===== src/dual_issue_defs.svh =====
`ifndef DUAL_ISSUE_DEFS_SVH
`define DUAL_ISSUE_DEFS_SVH

// requesters feeding the arbiter
`define DI_N_REQ 6

// payload fields, tag on top
`define DI_TAG_W 4
`define DI_OP_W 2
`define DI_DATA_W 8

`define DI_PLD_W (`DI_TAG_W + `DI_OP_W + `DI_DATA_W)

// field positions inside a payload
`define DI_OP_LSB `DI_DATA_W
`define DI_TAG_LSB (`DI_OP_W + `DI_DATA_W)

`endif


===== src/dual_issue_pkg.sv =====
`include "dual_issue_defs.svh"

package dual_issue_pkg;

    // requester id, travels with every operation
    typedef logic [`DI_TAG_W-1:0] tag_t;

    // 0 pass, 1 increment, 2 bit-reverse, 3 popcount
    typedef logic [`DI_OP_W-1:0] op_t;

    typedef logic [`DI_DATA_W-1:0] data_t;

    // {tag, op, data}
    typedef logic [`DI_PLD_W-1:0] pld_t;

    typedef logic [`DI_N_REQ-1:0] req_mask_t;

endpackage


===== src/cmn_lead_one.sv =====
`timescale 1ns/10ps

module cmn_lead_one #(
    parameter ENTRY_NUM = 8
) (
    input  logic [ENTRY_NUM-1:0] v_entry_vld,
    output logic [ENTRY_NUM-1:0] v_free_idx_oh,
    output logic                 v_free_vld
);

    logic [ENTRY_NUM-1:0] lower_set; // bit i: some bit below i is set

    always_comb begin
        lower_set[0] = 1'b0;
        for (int i = 1; i < ENTRY_NUM; i++) begin
            lower_set[i] = lower_set[i-1] | v_entry_vld[i-1];
        end
    end

    // keep only the lowest set bit
    assign v_free_idx_oh = v_entry_vld & ~lower_set;
    assign v_free_vld    = |v_entry_vld;

endmodule


===== src/n_to_2_arb.sv =====
`timescale 1ns/10ps

module n_to_2_arb #(
    parameter N         = 10,
    parameter PLD_WIDTH = 8
) (
    input  logic                 clk,   // unused, arbiter is combinational
    input  logic                 reset, // unused as well

    input  logic [N-1:0]         req_vld,
    output logic [N-1:0]         req_rdy,
    input  logic [PLD_WIDTH-1:0] req_pld [N-1:0],

    output logic [1:0]           grant_vld,
    input  logic [1:0]           grant_rdy,
    output logic [PLD_WIDTH-1:0] grant_pld [1:0]
);

    logic [N-1:0] lane_req [1:0]; // requests seen by each lane
    logic [N-1:0] grant_oh [1:0];

    // lane 1 picks from whatever lane 0 did not take
    assign lane_req[0] = req_vld;
    assign lane_req[1] = req_vld & ~grant_oh[0];

    for (genvar l = 0; l < 2; l++) begin : g_lane
        logic [PLD_WIDTH-1:0] sel_pld;

        // a lane that cannot take a grant is left out of the search,
        // so the other lane can still serve the lowest request
        cmn_lead_one #(
            .ENTRY_NUM(N)
        ) u_lead_one (
            .v_entry_vld  (lane_req[l] & {N{grant_rdy[l]}}),
            .v_free_idx_oh(grant_oh[l]),
            .v_free_vld   (grant_vld[l])
        );

        always_comb begin
            sel_pld = '0;
            for (int i = 0; i < N; i++) begin
                if (grant_oh[l][i]) begin
                    sel_pld = req_pld[i];
                end
            end
        end

        assign grant_pld[l] = sel_pld;
    end

    // both grants already gated by lane ready, so these are accepts
    assign req_rdy = grant_oh[0] | grant_oh[1];

endmodule


===== src/op_decode.sv =====
`timescale 1ns/10ps
`include "dual_issue_defs.svh"

module op_decode (
    input  logic                 clk,
    input  logic                 reset,

    input  logic                 in_vld,
    output logic                 in_rdy,
    input  dual_issue_pkg::pld_t in_pld,

    output logic                 dec_vld,
    input  logic                 dec_rdy,
    output dual_issue_pkg::tag_t dec_tag,
    output dual_issue_pkg::op_t  dec_op,
    output dual_issue_pkg::data_t dec_data
);

    dual_issue_pkg::pld_t pld_q;

    // empty, or the held item leaves this cycle
    assign in_rdy = !dec_vld || dec_rdy;

    always_ff @(posedge clk) begin
        if (reset) begin
            dec_vld <= 1'b0;
        end else if (in_rdy) begin
            dec_vld <= in_vld;
        end
    end

    always_ff @(posedge clk) begin
        if (in_vld && in_rdy) begin
            pld_q <= in_pld;
        end
    end

    // split payload into its fields
    assign dec_tag  = pld_q[`DI_TAG_LSB +: `DI_TAG_W];
    assign dec_op   = pld_q[`DI_OP_LSB +: `DI_OP_W];
    assign dec_data = pld_q[`DI_DATA_W-1:0];

endmodule


===== src/op_execute.sv =====
`timescale 1ns/10ps
`include "dual_issue_defs.svh"

module op_execute (
    input  logic                  clk,
    input  logic                  reset,

    input  logic                  dec_vld,
    output logic                  dec_rdy,
    input  dual_issue_pkg::tag_t  dec_tag,
    input  dual_issue_pkg::op_t   dec_op,
    input  dual_issue_pkg::data_t dec_data,

    output logic                  exe_vld,
    input  logic                  exe_rdy,
    output dual_issue_pkg::tag_t  exe_tag,
    output dual_issue_pkg::data_t exe_data
);

    dual_issue_pkg::data_t rev_data;
    dual_issue_pkg::data_t pop_cnt;
    dual_issue_pkg::data_t result;

    always_comb begin
        rev_data = '0;
        pop_cnt  = '0;
        for (int i = 0; i < `DI_DATA_W; i++) begin
            rev_data[i] = dec_data[`DI_DATA_W-1-i];
            pop_cnt     = pop_cnt + dual_issue_pkg::data_t'(dec_data[i]);
        end
    end

    always_comb begin
        case (dec_op)
            2'd0:    result = dec_data;
            2'd1:    result = dual_issue_pkg::data_t'(dec_data + 1'b1); // wraps at 256
            2'd2:    result = rev_data;
            default: result = pop_cnt;
        endcase
    end

    assign dec_rdy = !exe_vld || exe_rdy;

    always_ff @(posedge clk) begin
        if (reset) begin
            exe_vld <= 1'b0;
        end else if (dec_rdy) begin
            exe_vld <= dec_vld;
        end
    end

    always_ff @(posedge clk) begin
        if (dec_vld && dec_rdy) begin
            exe_tag  <= dec_tag;
            exe_data <= result;
        end
    end

endmodule


===== src/result_merge.sv =====
`timescale 1ns/10ps

module result_merge (
    input  logic                  clk,
    input  logic                  reset,

    input  logic                  lane0_vld,
    input  dual_issue_pkg::tag_t  lane0_tag,
    input  dual_issue_pkg::data_t lane0_data,
    output logic                  lane0_rdy,

    input  logic                  lane1_vld,
    input  dual_issue_pkg::tag_t  lane1_tag,
    input  dual_issue_pkg::data_t lane1_data,
    output logic                  lane1_rdy,

    output logic                  res_vld,
    input  logic                  res_rdy,
    output dual_issue_pkg::tag_t  res_tag,
    output dual_issue_pkg::data_t res_data
);

    logic rr_ptr;   // lane favoured on a tie
    logic out_free;
    logic sel1;     // take lane 1 this cycle
    logic take;

    assign out_free = !res_vld || res_rdy;

    // lane 1 wins if alone, or on a tie when the pointer favours it
    assign sel1 = lane1_vld && (!lane0_vld || rr_ptr);
    assign take = out_free && (lane0_vld || lane1_vld);

    assign lane0_rdy = out_free && !sel1;
    assign lane1_rdy = out_free && sel1;

    always_ff @(posedge clk) begin
        if (reset) begin
            res_vld <= 1'b0;
            rr_ptr  <= 1'b0;
        end else begin
            if (out_free) begin
                res_vld <= lane0_vld || lane1_vld;
            end
            if (take) begin
                rr_ptr <= !sel1; // favour the other lane next
            end
        end
    end

    always_ff @(posedge clk) begin
        if (take) begin
            res_tag  <= sel1 ? lane1_tag : lane0_tag;
            res_data <= sel1 ? lane1_data : lane0_data;
        end
    end

endmodule


===== src/dual_issue_top.sv =====
`timescale 1ns/10ps
`include "dual_issue_defs.svh"

module dual_issue_top (
    input  logic                      clk,
    input  logic                      reset,

    input  dual_issue_pkg::req_mask_t req_vld,
    output dual_issue_pkg::req_mask_t req_rdy,
    input  dual_issue_pkg::pld_t      req_pld [`DI_N_REQ-1:0],

    output logic                      res_vld,
    input  logic                      res_rdy,
    output dual_issue_pkg::tag_t      res_tag,
    output dual_issue_pkg::data_t     res_data
);

    logic [1:0]            grant_vld;
    logic [1:0]            grant_rdy;
    dual_issue_pkg::pld_t  grant_pld [1:0];

    logic [1:0]            dec_vld;
    logic [1:0]            dec_rdy;
    dual_issue_pkg::tag_t  dec_tag [1:0];
    dual_issue_pkg::op_t   dec_op [1:0];
    dual_issue_pkg::data_t dec_data [1:0];

    logic [1:0]            exe_vld;
    logic [1:0]            exe_rdy;
    dual_issue_pkg::tag_t  exe_tag [1:0];
    dual_issue_pkg::data_t exe_data [1:0];

    n_to_2_arb #(
        .N        (`DI_N_REQ),
        .PLD_WIDTH(`DI_PLD_W)
    ) u_arb (
        .clk      (clk),
        .reset    (reset),
        .req_vld  (req_vld),
        .req_rdy  (req_rdy),
        .req_pld  (req_pld),
        .grant_vld(grant_vld),
        .grant_rdy(grant_rdy),
        .grant_pld(grant_pld)
    );

    // two identical issue lanes
    for (genvar l = 0; l < 2; l++) begin : g_lane
        op_decode u_dec (
            .clk     (clk),
            .reset   (reset),
            .in_vld  (grant_vld[l]),
            .in_rdy  (grant_rdy[l]),
            .in_pld  (grant_pld[l]),
            .dec_vld (dec_vld[l]),
            .dec_rdy (dec_rdy[l]),
            .dec_tag (dec_tag[l]),
            .dec_op  (dec_op[l]),
            .dec_data(dec_data[l])
        );

        op_execute u_exe (
            .clk     (clk),
            .reset   (reset),
            .dec_vld (dec_vld[l]),
            .dec_rdy (dec_rdy[l]),
            .dec_tag (dec_tag[l]),
            .dec_op  (dec_op[l]),
            .dec_data(dec_data[l]),
            .exe_vld (exe_vld[l]),
            .exe_rdy (exe_rdy[l]),
            .exe_tag (exe_tag[l]),
            .exe_data(exe_data[l])
        );
    end

    result_merge u_merge (
        .clk       (clk),
        .reset     (reset),
        .lane0_vld (exe_vld[0]),
        .lane0_tag (exe_tag[0]),
        .lane0_data(exe_data[0]),
        .lane0_rdy (exe_rdy[0]),
        .lane1_vld (exe_vld[1]),
        .lane1_tag (exe_tag[1]),
        .lane1_data(exe_data[1]),
        .lane1_rdy (exe_rdy[1]),
        .res_vld   (res_vld),
        .res_rdy   (res_rdy),
        .res_tag   (res_tag),
        .res_data  (res_data)
    );

endmodule


===== config.mk =====
export PLATFORM = sky130hd
export DESIGN_NAME = dual_issue_top
export DESIGN_NICKNAME = d
export VERILOG_FILES = /design/src/dual_issue_pkg.sv /design/src/cmn_lead_one.sv /design/src/n_to_2_arb.sv /design/src/op_decode.sv /design/src/op_execute.sv /design/src/result_merge.sv /design/src/dual_issue_top.sv
export VERILOG_INCLUDE_DIRS = /design/src
export SDC_FILE = /design/constraint.sdc
export NUM_CORES = 1
export LEC_CHECK = 0
export BUFFER_PORTS_ARGS = -buffer_cell sky130_fd_sc_hd__buf_2
export CAP_MARGIN = 20
export CORE_MARGIN = 10
export CORE_UTILIZATION = 50
export DETAILED_ROUTE_END_ITERATION = 8
export GPL_TIMING_DRIVEN = 1
export PLACE_DENSITY = 0.77
export SETUP_SLACK_MARGIN = 0.15
export SLEW_MARGIN = 10
export SYNTH_ARGS = -nofsm -noshare
export SYNTH_HDL_FRONTEND = slang
export SYNTH_SLANG_ARGS = --single-unit

===== constraint.sdc =====
create_clock -name clk -period 3.18 [get_ports clk]
set_input_delay 0.636 -clock clk [delete_from_list [all_inputs] [get_ports clk]]
set_output_delay 0.636 -clock clk [all_outputs]
set_load 0.02 [all_outputs]

==> impl_metrics.yaml <==
timing:
  drv_slew: 0
  setup-violations-final: 2
  period_minus_slack_ns: 3.31
  hold_viol_final: 0
  timing.final.crit_share: 1.04
  finalClockSkew_ns: 0.0103
  achievable-frequency_mhz: 302
  timing.setup.tns_ns: -0.196
  timing.final.ws_setup_ns: -0.131
  grt_setup_unrepaired: "true"
  tightestPinTransition_ns: 0.919
  fin_worst_hold_slack_ns: 0.416
  tightest_slew_margin_relative_to_the_limit: 0.385
cts:
  hold_buffers: 0
  cts_tree: "built"
  cts-buffers-inserted: 9
  cts.htree.levels: 3
  clk_pin_slew_worst_paths_ns: 0.08
  buffer_cell_driving_the_clock_tree_root: "sky130_fd_sc_hd__clkbuf_8"
  cts-root-to-sink-buffers: 2
  cts_num_sinks: 70
  clkLatencyLatePin_ns: 0.34
final_layout:
  multiInputGateArea_um2: 3010
  fin_util: 0.613
  fillers: 859
  antenna_cells: 0
  syn_to_final_growth_pct: 19.5
  postLayoutCellArea_um2: 6320
  fin_cells: 806
  nets: 772
  drive_gt1_frac: 0.319
  ff_latch_area_um2: 2040
grt:
  first_global_vias: 4903
  initial_antenna_violation_count: 0
  first_pass_grt_wire_length_um: 25000
  total_overflow_reported_by_the_global_router: 0
  grt_max_degree: 60
  grtUsageTotal: 0.205
synth:
  synth_top_area_share: 0.363
  synth_area_leader_cell: "sky130_fd_sc_hd__edfxtp_1"
  syn_area_per_cell_um2: 9.57
  synth_compound_gate_area_share: 0.252
  synth.top_cells.by_area: "sky130_fd_sc_hd__edfxtp_1 (36%), sky130_fd_sc_hd__nand2_1 (3.9%), sky130_fd_sc_hd__nor2_1 (3.6%), sky130_fd_sc_hd__fa_1 (3.0%), sky130_fd_sc_hd__nand3b_1 (2.8%)"
  post_synth_num_cell_types: 64
  postSynth.topFlopCell: "sky130_fd_sc_hd__edfxtp_1"
  synth-edff-count: 64
  synthesis.yosys.warnings: 0
  seq_area_frac_synth: 0.386
  ys_seq_elements: 70
  synth_fa_ha_area_frac: 0.0463
  syn_inst: 553
  asyncSetResetFlopFracSynth: 0
  post_synth_and_or_nand_nor_area_fraction: 0.193
  netlist_area_um2: 5290
  synth_top_family_by_area: "compound AO/OA/AOI/OAI gates"
  synth-xor-area-share: 0.0165
  synthMuxAreaShare: 0.0494
  synth_nets: 660
hold_path:
  min_path_type: "flip-flop to flip-flop"
placed_design:
  dpl_worst_slack_ns: -0.0399
  buffer_ports.inserted: 111
  detailedPlacementHpwl_um: 12100
  routabilityCongestion: 0.919
  dp.cells: 782
  place_area_um2: 6010
setup_path:
  worst_ep_required_time_ns: 3.26
  reg2reg_slack_ns: -0.13
  worstSetupPathType: "flip-flop to flip-flop"
  worst_setup_path_start_kind: "flip-flop"
  critical_path.endpoint_type: "flip-flop"
  cp_data_arrival_time_ns: 3.39
  highest_net_fanout_along_the_worst_path: 2
die:
  ios: 112
  die_x_um: 123
  row_count: 37
  start_util: 0.513
  fp.coreArea_um2: 10300
  dieHeight_um: 123
  design.die.area_um2: 15100
route:
  wirelength_um: 15500
  ant_nets: 0
  routedWlPerCell_um: 19.3
  detail_route.first_pass.iterations: 5
  num_vias: 4884
  drt_drc_violations_left: 0
  first_iter_violations: 487
  routed_via_density: 6.06
power:
  p_clk_frac: 0.223
  power.density_cell_area_nw_per_um2: 488
  p_sw_mw: 1.01
  power.share.combinational: 0.356
  p_int_mw: 2.08
  share_seq_of_total_power: 0.421
  vdd.ir_drop.worst_mv: 0.247
  post-layout-total-power_mw: 3.09
  sw_frac_of_total: 0.327
  power_leakage_nw: 2.40
run:
  cap_viol_max_count: 0
run_status:
  outcome: "finished, violations left"
  violations_in_the_final_reports: "negative setup slack"
## timing repair
item	in CTS	in global routing
buffers inserted	4	3
endpoints found under the setup margin	4	8
pin swaps	2	5
gates resized for setup	6	14
## critical path, stage by stage (launching register included)
cell and delay (ns):
sky130_fd_sc_hd__edfxtp_1 0.44, sky130_fd_sc_hd__ha_4 0.30, sky130_fd_sc_hd__inv_2 0.03, sky130_fd_sc_hd__fa_1 0.51
sky130_fd_sc_hd__fa_1 0.44, sky130_fd_sc_hd__inv_2 0.08, sky130_fd_sc_hd__fa_2 0.21, sky130_fd_sc_hd__inv_2 0.05
sky130_fd_sc_hd__fa_2 0.53, sky130_fd_sc_hd__inv_1 0.04, sky130_fd_sc_hd__mux4_2 0.43
## flip-flops by register name (all words and copies together) (netlist names)
name                   cells
g_lane.u_dec.pld_q        28
g_lane.u_exe.exe_data     16
g_lane.u_exe.exe_tag       8
u_merge.res_data           8
u_merge.res_tag            4
g_lane.u_dec.dec_vld       2
g_lane.u_exe.exe_vld       2
u_merge.res_vld            1
u_merge.rr_ptr             1
## logic make-up after synthesis
kind of cell / Yosys count
AND/OR/NAND/NOR: 192
flip-flops: 70
adder cells (fa/ha/maj): 15
XOR/XNOR: 10
multiplexers: 22
buffers and inverters: 68
AO/OA/AOI/OAI: 176
## cell usage after synthesis, drive strengths merged, types with 15 or more instances
master  number
o211ai      15
inv         23
nor2        51
edfxtp      64
buf         22
nand3b      20
o21ai       27
nand2       56
a31oi       21
a21oi       26
a211oi      15
clkbuf      23
## final timing paths
check | start | endpoint | cells past startpoint
worst max-delay path | g_lane[0].u_dec.pld_q[0] | g_lane[0].u_exe.exe_data[1] | 10
worst min-delay path | g_lane[1].u_dec.pld_q[11] | g_lane[1].u_exe.exe_tag[1] | 0
worst max register to register | g_lane[0].u_dec.pld_q[0] | g_lane[0].u_exe.exe_data[1] | 10
worst min register to register | g_lane[1].u_dec.pld_q[11] | g_lane[1].u_exe.exe_tag[1] | 0
## layout by cell type (no fill, tap or decap), types with 9 or more instances in the layout
cell type / n
sky130_fd_sc_hd__edfxtp_1: 64
sky130_fd_sc_hd__a21oi_1: 25
sky130_fd_sc_hd__nand4b_1: 14
sky130_fd_sc_hd__nand3b_1: 20
sky130_fd_sc_hd__nand2_1: 54
sky130_fd_sc_hd__buf_2: 111
sky130_fd_sc_hd__buf_4: 34
sky130_fd_sc_hd__clkbuf_8: 9
sky130_fd_sc_hd__mux2_2: 12
sky130_fd_sc_hd__a211oi_2: 10
sky130_fd_sc_hd__a31oi_1: 21
sky130_fd_sc_hd__a22oi_1: 9
sky130_fd_sc_hd__a221o_1: 9
sky130_fd_sc_hd__o21ai_0: 23
sky130_fd_sc_hd__a32oi_1: 14
sky130_fd_sc_hd__inv_1: 18
sky130_fd_sc_hd__nor2_1: 51
sky130_fd_sc_hd__o21bai_1: 14
sky130_fd_sc_hd__or3_1: 14
sky130_fd_sc_hd__o211ai_1: 15
## per-layer routing
layer	wire [um]	share of wire	global-route usage
met5	0	0	0
met4	199	0.013	0.0582
met3	1330	0.085	0.0574
met2	7360	0.47	0.340
met1	6640	0.43	0.256
## power groups by stage
stage	clock network, mW	registers (mW)	logic (mW)
5_1_grt	0.735	1.32	1.21
3_3_place_gp	0	1.31	0.931
3_5_place_dp	0	1.32	0.963
6_report	0.688	1.30	1.10
2_1_floorplan	0	1.30	0.659
4_1_cts	0.696	1.30	1.03
## layout make-up
| type | instances | share of cell area |
|---|---|---|
| Clock buffer | 10 | 0.0202 |
| Clock inverter | 6 | 0.00989 |
| Inverter | 23 | 0.0136 |
| Multi-Input combinational cell | 415 | 0.477 |
| Sequential cell | 70 | 0.323 |
| Tap cell | 136 | 0.0269 |
| Timing Repair Buffer | 146 | 0.130 |
Power figures use the tool's default switching activity.
